===== config.mk =====
export PLATFORM = sky130hd
export DESIGN_NAME = rng_top
export DESIGN_NICKNAME = d
export VERILOG_FILES = /design/src/rtl/rng_pkg.sv /design/src/rtl/wb_pkg.sv /design/src/rtl/rng_hash_gen.sv /design/src/rtl/rng_step_timer.sv /design/src/rtl/rng_ctrl_fsm.sv /design/src/rtl/rng_top.sv
export VERILOG_INCLUDE_DIRS = /design/src /design/src/include
export SDC_FILE = /design/constraint.sdc
export NUM_CORES = 1
export LEC_CHECK = 0
export BUFFER_PORTS_ARGS = -buffer_cell sky130_fd_sc_hd__buf_2
export CORE_MARGIN = 10
export CORE_UTILIZATION = 60
export CTS_BUF_LIST = sky130_fd_sc_hd__clkbuf_2
export DETAILED_ROUTE_END_ITERATION = 6
export PLACE_DENSITY = 0.82
export SLEW_MARGIN = 25
export SYNTH_ARGS = -nofsm -noshare
export SYNTH_HDL_FRONTEND = slang
export SYNTH_SLANG_ARGS = --single-unit

===== constraint.sdc =====
create_clock -name clk -period 8.5 [get_ports clk]
set_input_delay 0.425 -clock clk [delete_from_list [all_inputs] [get_ports clk]]
set_output_delay 0.425 -clock clk [all_outputs]
set_load 0.01 [all_outputs]

===== src/include/rng_macros.svh =====
// Random byte source constants for counter size, bus widths, register map and priming depth
`ifndef RNG_MACROS_SVH
`define RNG_MACROS_SVH

// Width of the step counter that feeds the CRC hash
`define RNG_CNT_W 40

// Wishbone data width in bits
`define WB_DW 32

// Wishbone word address width in bits
`define WB_AW 4

// Register map in word addresses
// Seed register, write only
`define RNG_ADDR_SEED 4'd0
// Control register with skip count and read counter clear, write only
`define RNG_ADDR_CTRL 4'd1
// Random byte register, read only, every read consumes one value
`define RNG_ADDR_RAND 4'd2
// Read counter register, read only
`define RNG_ADDR_COUNT 4'd3

// Steps needed after a seed load to fill the hash and output registers
`define RNG_PRIME_STEPS 2

`endif


===== src/rtl/rng_pkg.sv =====
// Generator types shared by the controller and the hash generator
`default_nettype none

`include "rng_macros.svh"

package rng_pkg;

  // Step counter word, the seed is zero-extended into it
  typedef logic [`RNG_CNT_W-1:0] rng_cnt_t;

  // CRC hash byte and mixed output byte
  typedef logic [7:0] rng_byte_t;

  // Command from the controller to the generator
  // Load has priority over step when both are set
  typedef struct packed {
    // Restart the sequence from seed and clear the pipeline
    logic load;
    // Seed value taken straight from the bus write word
    logic [`WB_DW-1:0] seed;
    // Advance counter, hash and output registers by one
    logic step;
  } rng_cmd_t;

endpackage

`default_nettype wire


===== src/rtl/wb_pkg.sv =====
// Wishbone classic bus types and the decoded views of the write word
`default_nettype none

`include "rng_macros.svh"

package wb_pkg;

  // Master to slave signals of one classic transfer
  // All fields stay stable until ack or err
  typedef struct packed {
    logic cyc;
    logic stb;
    logic we;
    logic [`WB_AW-1:0] adr;
    logic [`WB_DW-1:0] dat;
  } wb_req_t;

  // Slave to master signals
  // Only one of ack and err is high, and only for a single cycle
  typedef struct packed {
    logic ack;
    logic err;
    logic [`WB_DW-1:0] dat;
  } wb_rsp_t;

  // Layout of the control register write word
  typedef struct packed {
    // Ignored on write
    logic [22:0] rsvd;
    // Set to zero the read counter
    logic clear_count;
    // Number of values to throw away, zero is allowed
    logic [7:0] skip;
  } wb_ctrl_t;

  // Write word as seen by the register decoder
  // The seed register takes the raw word, the control register the field view
  typedef union packed {
    logic [`WB_DW-1:0] raw;
    wb_ctrl_t ctrl;
  } wb_wdata_u;

endpackage

`default_nettype wire


===== src/rtl/rng_hash_gen.sv =====
// Pseudo-random byte generator that hashes a step counter with an 8-bit CRC and a shift-xor-add mixer
`timescale 1ns/10ps
`default_nettype none

module rng_hash_gen (
  input  wire logic              clk,
  input  wire logic              rst_n,
  input  wire rng_pkg::rng_cmd_t cmd,
  output rng_pkg::rng_byte_t     rand_byte
);

  import rng_pkg::*;

  // One XOR tap mask over the counter for each CRC output bit
  // Bits 3 to 7 follow a shift-by-one pattern of the polynomial
  localparam rng_cnt_t crc_taps [8] = '{
    40'h8C_D0AD_51C1,
    40'h95_71F7_F243,
    40'hA6_3342_B547,
    40'h4C_6685_6A8E,
    40'h98_CD0A_D51C,
    40'h31_9A15_AA38,
    40'h63_342B_5470,
    40'hC6_6856_A8E0
  };

  rng_cnt_t  cnt_q;
  rng_byte_t crc_q;
  rng_byte_t out_q;
  rng_byte_t crc_d;

  // Mixing chain of xor-shift-right and add-shift-left stages
  // Everything is kept at eight bits so the left shifts drop their top bits
  function automatic rng_byte_t mix_byte(input rng_byte_t h);
    rng_byte_t m;
    m = h;
    m = m ^ (m >> 2);
    m = m + (m << 5);
    m = m ^ (m >> 3);
    m = m + (m << 4);
    m = m ^ (m >> 2);
    m = m ^ (m >> 4);
    return m;
  endfunction

  // Each hash bit is the parity of the counter bits picked by its mask
  always_comb begin
    for (int i = 0; i < $bits(rng_byte_t); i++) begin
      crc_d[i] = ^(cnt_q & crc_taps[i]);
    end
  end

  // Counter, hash and output registers move together, so the output trails
  // the counter by two steps
  always_ff @(posedge clk or negedge rst_n) begin
    if (!rst_n) begin
      // Reset loads the default seed of one and leaves the pipeline unprimed
      cnt_q <= rng_cnt_t'(1);
      crc_q <= '0;
      out_q <= '0;
    end else if (cmd.load) begin
      cnt_q <= rng_cnt_t'(cmd.seed);
      crc_q <= '0;
      out_q <= '0;
    end else if (cmd.step) begin
      cnt_q <= cnt_q + rng_cnt_t'(1);
      crc_q <= crc_d;
      out_q <= mix_byte(crc_q);
    end
  end

  // The output register drives the port directly
  assign rand_byte = out_q;

endmodule

`default_nettype wire


===== src/rtl/rng_step_timer.sv =====
// Down-counter of generator steps still owed for a seed or skip command
`timescale 1ns/10ps
`default_nettype none

module rng_step_timer (
  input  wire logic       clk,
  input  wire logic       rst_n,
  input  wire logic       start,
  input  wire logic [8:0] count,
  output logic            busy,
  output logic            done
);

  logic [8:0] cnt_q;
  logic       done_q;

  // Each busy cycle stands for exactly one step taken by the controller
  assign busy = (cnt_q != 9'd0);
  assign done = done_q;

  always_ff @(posedge clk or negedge rst_n) begin
    if (!rst_n) begin
      cnt_q  <= '0;
      done_q <= 1'b0;
    end else begin
      // Pulse once the last owed step has been drawn
      // A zero count skips straight to the pulse
      done_q <= (start && (count == 9'd0)) || (busy && (cnt_q == 9'd1));
      if (start) begin
        cnt_q <= count;
      end else if (busy) begin
        cnt_q <= cnt_q - 9'd1;
      end
    end
  end

endmodule

`default_nettype wire


===== src/rtl/rng_ctrl_fsm.sv =====
// Wishbone slave FSM that decodes the registers, steps the generator and counts random reads
`timescale 1ns/10ps
`default_nettype none

`include "rng_macros.svh"

module rng_ctrl_fsm (
  input  wire logic               clk,
  input  wire logic               rst_n,
  input  wire wb_pkg::wb_req_t    wb_req,
  output wb_pkg::wb_rsp_t         wb_rsp,
  output rng_pkg::rng_cmd_t       cmd,
  input  wire rng_pkg::rng_byte_t rand_byte,
  output logic                    tmr_start,
  output logic [8:0]              tmr_count,
  input  wire logic               tmr_busy,
  input  wire logic               tmr_done
);

  import wb_pkg::*;

  typedef enum logic [1:0] {
    IDLE,
    STEP,
    RESP,
    WAIT_STB_LOW
  } state_t;

  state_t            state_q;
  state_t            state_d;
  wb_wdata_u         wdata;
  logic              strobe;
  logic              seed_wr;
  logic              ctrl_wr;
  logic              rand_rd;
  logic              count_rd;
  logic              rsp_err_q;
  logic [`WB_DW-1:0] rsp_dat_q;
  logic [15:0]       read_cnt_q;

  // Same bus word seen as a seed or as control fields
  assign wdata  = wb_req.dat;
  assign strobe = wb_req.cyc && wb_req.stb;

  // Register decode, a wrong direction counts as unmapped
  assign seed_wr  = (wb_req.adr == `RNG_ADDR_SEED)  &&  wb_req.we;
  assign ctrl_wr  = (wb_req.adr == `RNG_ADDR_CTRL)  &&  wb_req.we;
  assign rand_rd  = (wb_req.adr == `RNG_ADDR_RAND)  && !wb_req.we;
  assign count_rd = (wb_req.adr == `RNG_ADDR_COUNT) && !wb_req.we;

  always_comb begin
    state_d   = state_q;
    cmd       = '0;
    cmd.seed  = wdata.raw;
    tmr_start = 1'b0;
    tmr_count = '0;
    case (state_q)
      IDLE: begin
        if (strobe) begin
          if (seed_wr) begin
            // Load now, then prime both pipeline stages through the timer
            cmd.load  = 1'b1;
            tmr_start = 1'b1;
            tmr_count = 9'(`RNG_PRIME_STEPS);
            state_d   = STEP;
          end else if (ctrl_wr) begin
            tmr_start = 1'b1;
            tmr_count = {1'b0, wdata.ctrl.skip};
            state_d   = STEP;
          end else begin
            // A random read consumes the value it returns
            cmd.step = rand_rd;
            state_d  = RESP;
          end
        end
      end
      STEP: begin
        // One generator step per busy cycle of the timer
        cmd.step = tmr_busy;
        if (tmr_done) begin
          state_d = RESP;
        end
      end
      RESP: begin
        state_d = WAIT_STB_LOW;
      end
      WAIT_STB_LOW: begin
        // The master drops stb after the response before it starts again
        if (!wb_req.stb) begin
          state_d = IDLE;
        end
      end
      default: begin
        state_d = IDLE;
      end
    endcase
  end

  always_ff @(posedge clk or negedge rst_n) begin
    if (!rst_n) begin
      state_q    <= IDLE;
      rsp_err_q  <= 1'b0;
      read_cnt_q <= '0;
    end else begin
      state_q <= state_d;
      if ((state_q == IDLE) && strobe) begin
        rsp_err_q <= !(seed_wr || ctrl_wr || rand_rd || count_rd);
        // Reads since the last seed, skips are not counted
        if (rand_rd) begin
          read_cnt_q <= read_cnt_q + 16'd1;
        end else if (seed_wr || (ctrl_wr && wdata.ctrl.clear_count)) begin
          read_cnt_q <= '0;
        end
      end
    end
  end

  // Read data is captured at decode, before the step of a random read lands
  always_ff @(posedge clk) begin
    if ((state_q == IDLE) && strobe) begin
      if (rand_rd) begin
        rsp_dat_q <= `WB_DW'(rand_byte);
      end else if (count_rd) begin
        rsp_dat_q <= `WB_DW'(read_cnt_q);
      end else begin
        rsp_dat_q <= '0;
      end
    end
  end

  // Response is held for the single RESP cycle
  always_comb begin
    wb_rsp.ack = (state_q == RESP) && !rsp_err_q;
    wb_rsp.err = (state_q == RESP) &&  rsp_err_q;
    wb_rsp.dat = rsp_dat_q;
  end

endmodule

`default_nettype wire


===== src/rtl/rng_top.sv =====
// Random byte source top, Wishbone slave port joined to controller, step timer and generator
`timescale 1ns/10ps
`default_nettype none

module rng_top (
  input  wire logic            clk,
  input  wire logic            rst_n,
  input  wire wb_pkg::wb_req_t wb_req,
  output wb_pkg::wb_rsp_t      wb_rsp
);

  import rng_pkg::*;

  // Generator command and the byte it returns
  rng_cmd_t   cmd;
  rng_byte_t  rand_byte;

  // Owed step bookkeeping between the controller and the timer
  logic       tmr_start;
  logic [8:0] tmr_count;
  logic       tmr_busy;
  logic       tmr_done;

  // Bus decode and sequencing
  rng_ctrl_fsm ctrl_inst (
    .clk       (clk),
    .rst_n     (rst_n),
    .wb_req    (wb_req),
    .wb_rsp    (wb_rsp),
    .cmd       (cmd),
    .rand_byte (rand_byte),
    .tmr_start (tmr_start),
    .tmr_count (tmr_count),
    .tmr_busy  (tmr_busy),
    .tmr_done  (tmr_done)
  );

  // Counts the steps of a seed priming or a skip
  rng_step_timer timer_inst (
    .clk   (clk),
    .rst_n (rst_n),
    .start (tmr_start),
    .count (tmr_count),
    .busy  (tmr_busy),
    .done  (tmr_done)
  );

  // Counter, hash and mixer, advanced only on command
  rng_hash_gen gen_inst (
    .clk       (clk),
    .rst_n     (rst_n),
    .cmd       (cmd),
    .rand_byte (rand_byte)
  );

endmodule

`default_nettype wire


==> flow_summary_export.csv <==
group,metric,value,unit
clocking,cts_max_path_buffers,2,
final_layout,syn2layout_area_growth,10.56,%
floorplan,dieHeight,124.1,um
floorplan,start_util,62.15,%
placed_design,dp_hpwl,11130,um
clocking,root_buffer,"clkbuf_2",
logic_synthesis,avgSynthCellArea,9.438,sq um
logic_synthesis,synth_top_area_share,32.33,%
global_routing,grt_pass1_vias,5189,
floorplan,coreArea,10460,sq um
logic_synthesis,synth_edf_count,16,
global_routing,antenna_found_initial,0,
routing,drc,0,
global_routing,grt_max_degree,64,
sta,min_period_over_period,44.68,%
sta,max_freq,0.2633,GHz
worst_setup_path,endpoint_kind,"register",
worst_setup_path,endpoint,"gen_inst.rand_byte[0]",
final_layout,antennaDiodeCount,0,
sta,finalHoldWorstSlack,40.16,ps
routing,wire_per_inst,16.87,um
final_layout,nets,831,
sta,slew_violations,0,
power,p_switching,1.303,mW
final_layout,final_cell_mix,"108 x xnor2_1, 84 x dfrtp_1, 76 x nand2_1, 57 x buf_2, 50 x o21ai_0",
logic_synthesis,synth-async-reset-ratio,84.16,%
global_routing,grt_overflow_total,0,
worst_setup_path,reg2regPathDepth,15,
placed_design,place_congestion,0.9214,
power,irDropWorstVdd,0.6343,mV
worst_setup_path,rrSetupSlack,4700,ps
power,power_density,410.2,nW/um^2
power,leakagePower,3.196,nW
sta,worst_slew_pin_slew,972.5,ps
logic_synthesis,ys_warn_count,0,
logic_synthesis,ys_seq_elements,101,
logic_synthesis,synthCells,689,
global_routing,grt_pass1_wl,25140,um
sta,fin_skew,46.58,ps
sta,min_period,3798,ps
routing,vias_per_cell,5.731,
worst_setup_path,cp_data_required_time,9080,ps
power,p_sw_share,44.19,%
routing,initialDrtViolationCount,419,
routing,wl,15100,um
clocking,path_clk_slew,290,ps
sta,setup_tns,0,ps
final_layout,final_common_cell,"xnor2_1",
clocking,htree_levels,3,
sta,finalSetupViolations,0,
routing,vias,5129,
clocking,cts_buffers,9,
floorplan,die_w,124.1,um
clocking,worstSkewPairLatency,650,ps
worst_setup_path,worstReg2RegEnd,"gen_inst.rand_byte[0]",
power,power.internal,1.646,mW
logic_synthesis,synthTopCellsByArea,"dfrtp_1 32%, xnor2_1 15%, edfxtp_1 7.4%, ha_1 6.5%, xor2_1 5.3%",
power,seqPwrFrac,25.2,%
clocking,cts_resized,0,
final_layout,layout-drive-gt1-share,11.73,%
clocking,clock_sinks,101,
routing,drtAntennaViolNets,0,
worst_setup_path,critPathMaxFanout,4,
clocking,cts_tree,"built",
sta,hold_violations,0,
power,power_frac_clock,8.5,%
worst_setup_path,startpoint,"gen_inst.crc_q[2]",
logic_synthesis,ys_seq_area_share,40.12,%
run,maxCapViolCount,0,
floorplan,ios,75,
outcome,status,"complete, no violations",
logic_synthesis,synth-main-ff-cell,"dfrtp_1",
floorplan,die-area,15400,sq um
worst_setup_path,path_class,"reg2reg",
power,comb_power_share,66.3,%
min_path,hold_path_depth,3,
worst_setup_path,reg2reg_from,"gen_inst.crc_q[2]",
placed_design,io_buffers,58,
sta,slew_headroom,34.73,%
logic_synthesis,synth.distinct_cells,50,
min_path,hold_class,"in2reg",
sta,grt_setup_unrepaired,"false",
logic_synthesis,yosys.area.top_type,"dfrtp_1",
global_routing,grtUsageTotal,20.30,%
worst_setup_path,cp-start-kind,"register",
worst_setup_path,critPathArrivalTime,4380,ps
routing,drt_first_pass_iters,5,
floorplan,std_cell_rows,37,
logic_synthesis,netlist_area,6502,sq um
final_layout,utilization,68.72,%
clocking,post_cts_buffers,0,
sequential cells by signal, summed over array words and instances, names as in the netlist:
name	flops
gen_inst.cnt_q	40
ctrl_inst.read_cnt_q	16
ctrl_inst.rsp_dat_q	16
timer_inst.cnt_q	9
gen_inst.crc_q	8
gen_inst.rand_byte	8
ctrl_inst.state_q	2
ctrl_inst.rsp_err_q	1
timer_inst.done	1
power by group through the flow:
stage | registers, mW | clock network, mW | logic, mW
after CTS | 0.741 | 0.255 | 1.94
after global placement | 0.742 | 0 | 1.81
after detailed placement | 0.749 | 0 | 1.94
final | 0.744 | 0.249 | 1.96
after global routing | 0.758 | 0.274 | 2.19
after floorplan | 0.710 | 0 | 1.64
cell families after synthesis:
kind of cell | count (synthesis) | share of synthesized area, %
simple gates | 218 | 16.37
xor+xnor | 148 | 20.15
compound gates | 126 | 11.37
mux | 3 | 0.4810
flops | 101 | 40.12
fa+ha+maj | 36 | 7.158
other cells | 1 | 0.05767
buf+inv | 56 | 4.291
how the worst min path moves through the flow:
stage / from / to / slack [ps]
final: wb_req[0] / gen_inst.cnt_q[0] / 40
after global routing: wb_req[22] / gen_inst.cnt_q[22] / 20
after CTS: wb_req[1] / gen_inst.cnt_q[1] / 8
after detailed placement: rst_n / gen_inst.crc_q[4] / 410
after global placement: ctrl_inst.read_cnt_q[15] / ctrl_inst.read_cnt_q[15] / 460
after floorplan: rst_n / ctrl_inst.read_cnt_q[0] / 130
per-stage QoR:
step	area, sq um	total power [mW]	setup slack [ps]	std cells
6_report	7189	2.949	4702	895
5_1_grt	7189	3.218	4458	895
4_1_cts	7177	2.941	4707	894
3_5_place_dp	6853	2.686	4780	858
3_3_place_gp	6817	2.549	4995	857
2_1_floorplan	6559	2.345	5092	704
Yosys cell counts (4+ instances only):
library cell,instances
and3_1,22
a21oi_1,37
buf_2,7
nor4_1,4
edfxtp_1,16
and4_1,4
a31oi_1,8
nand3_1,19
xor2_1,39
and2_1,11
a211oi_1,5
nand2_1,76
inv_1,14
clkbuf_1,19
ha_1,34
dfrtp_1,84
nor2_1,48
o21ai_0,50
a22o_1,10
buf_4,16
nand2b_1,4
xnor2_1,108
nor3_1,7
nand4_1,9
metal layers:
metal  GRT usage [%]  wire length, um
met2           34.22             7540
met4           7.698              363
met1           25.15             6459
met3           4.027              739
met5               0                0
cell type report:
type                            instances  area (sq um)
Clock buffer                           10         50.05
Tap cell                              136         170.2
Clock inverter                          6         73.82
Sequential cell                       101          2609
Fill cell                             849          3273
Inverter                               14         52.55
Multi-Input combinational cell        547          3696
Timing Repair Buffer                   81         538.0
critical path: stages, from the launching register on:
cell and delay [ps]:
dfrtp_1 510, xor2_1 210, ha_1 230, fa_1 370, xor2_1 180, xnor2_1 340
xnor2_1 170, ha_1 200, inv_1 60, fa_1 370, xnor2_1 260, xnor2_1 240
xnor2_1 200, xnor2_1 150, nand2_1 70, a21oi_1 160
repair_timing:
| item | CTS | global route |
|---|---|---|
| hold buffers | 20 | 1 |
| hold endpoints to repair | 52 | 1 |
| endpoints found under the setup margin | 0 | 0 |
Power figures use the tool's default switching activity.
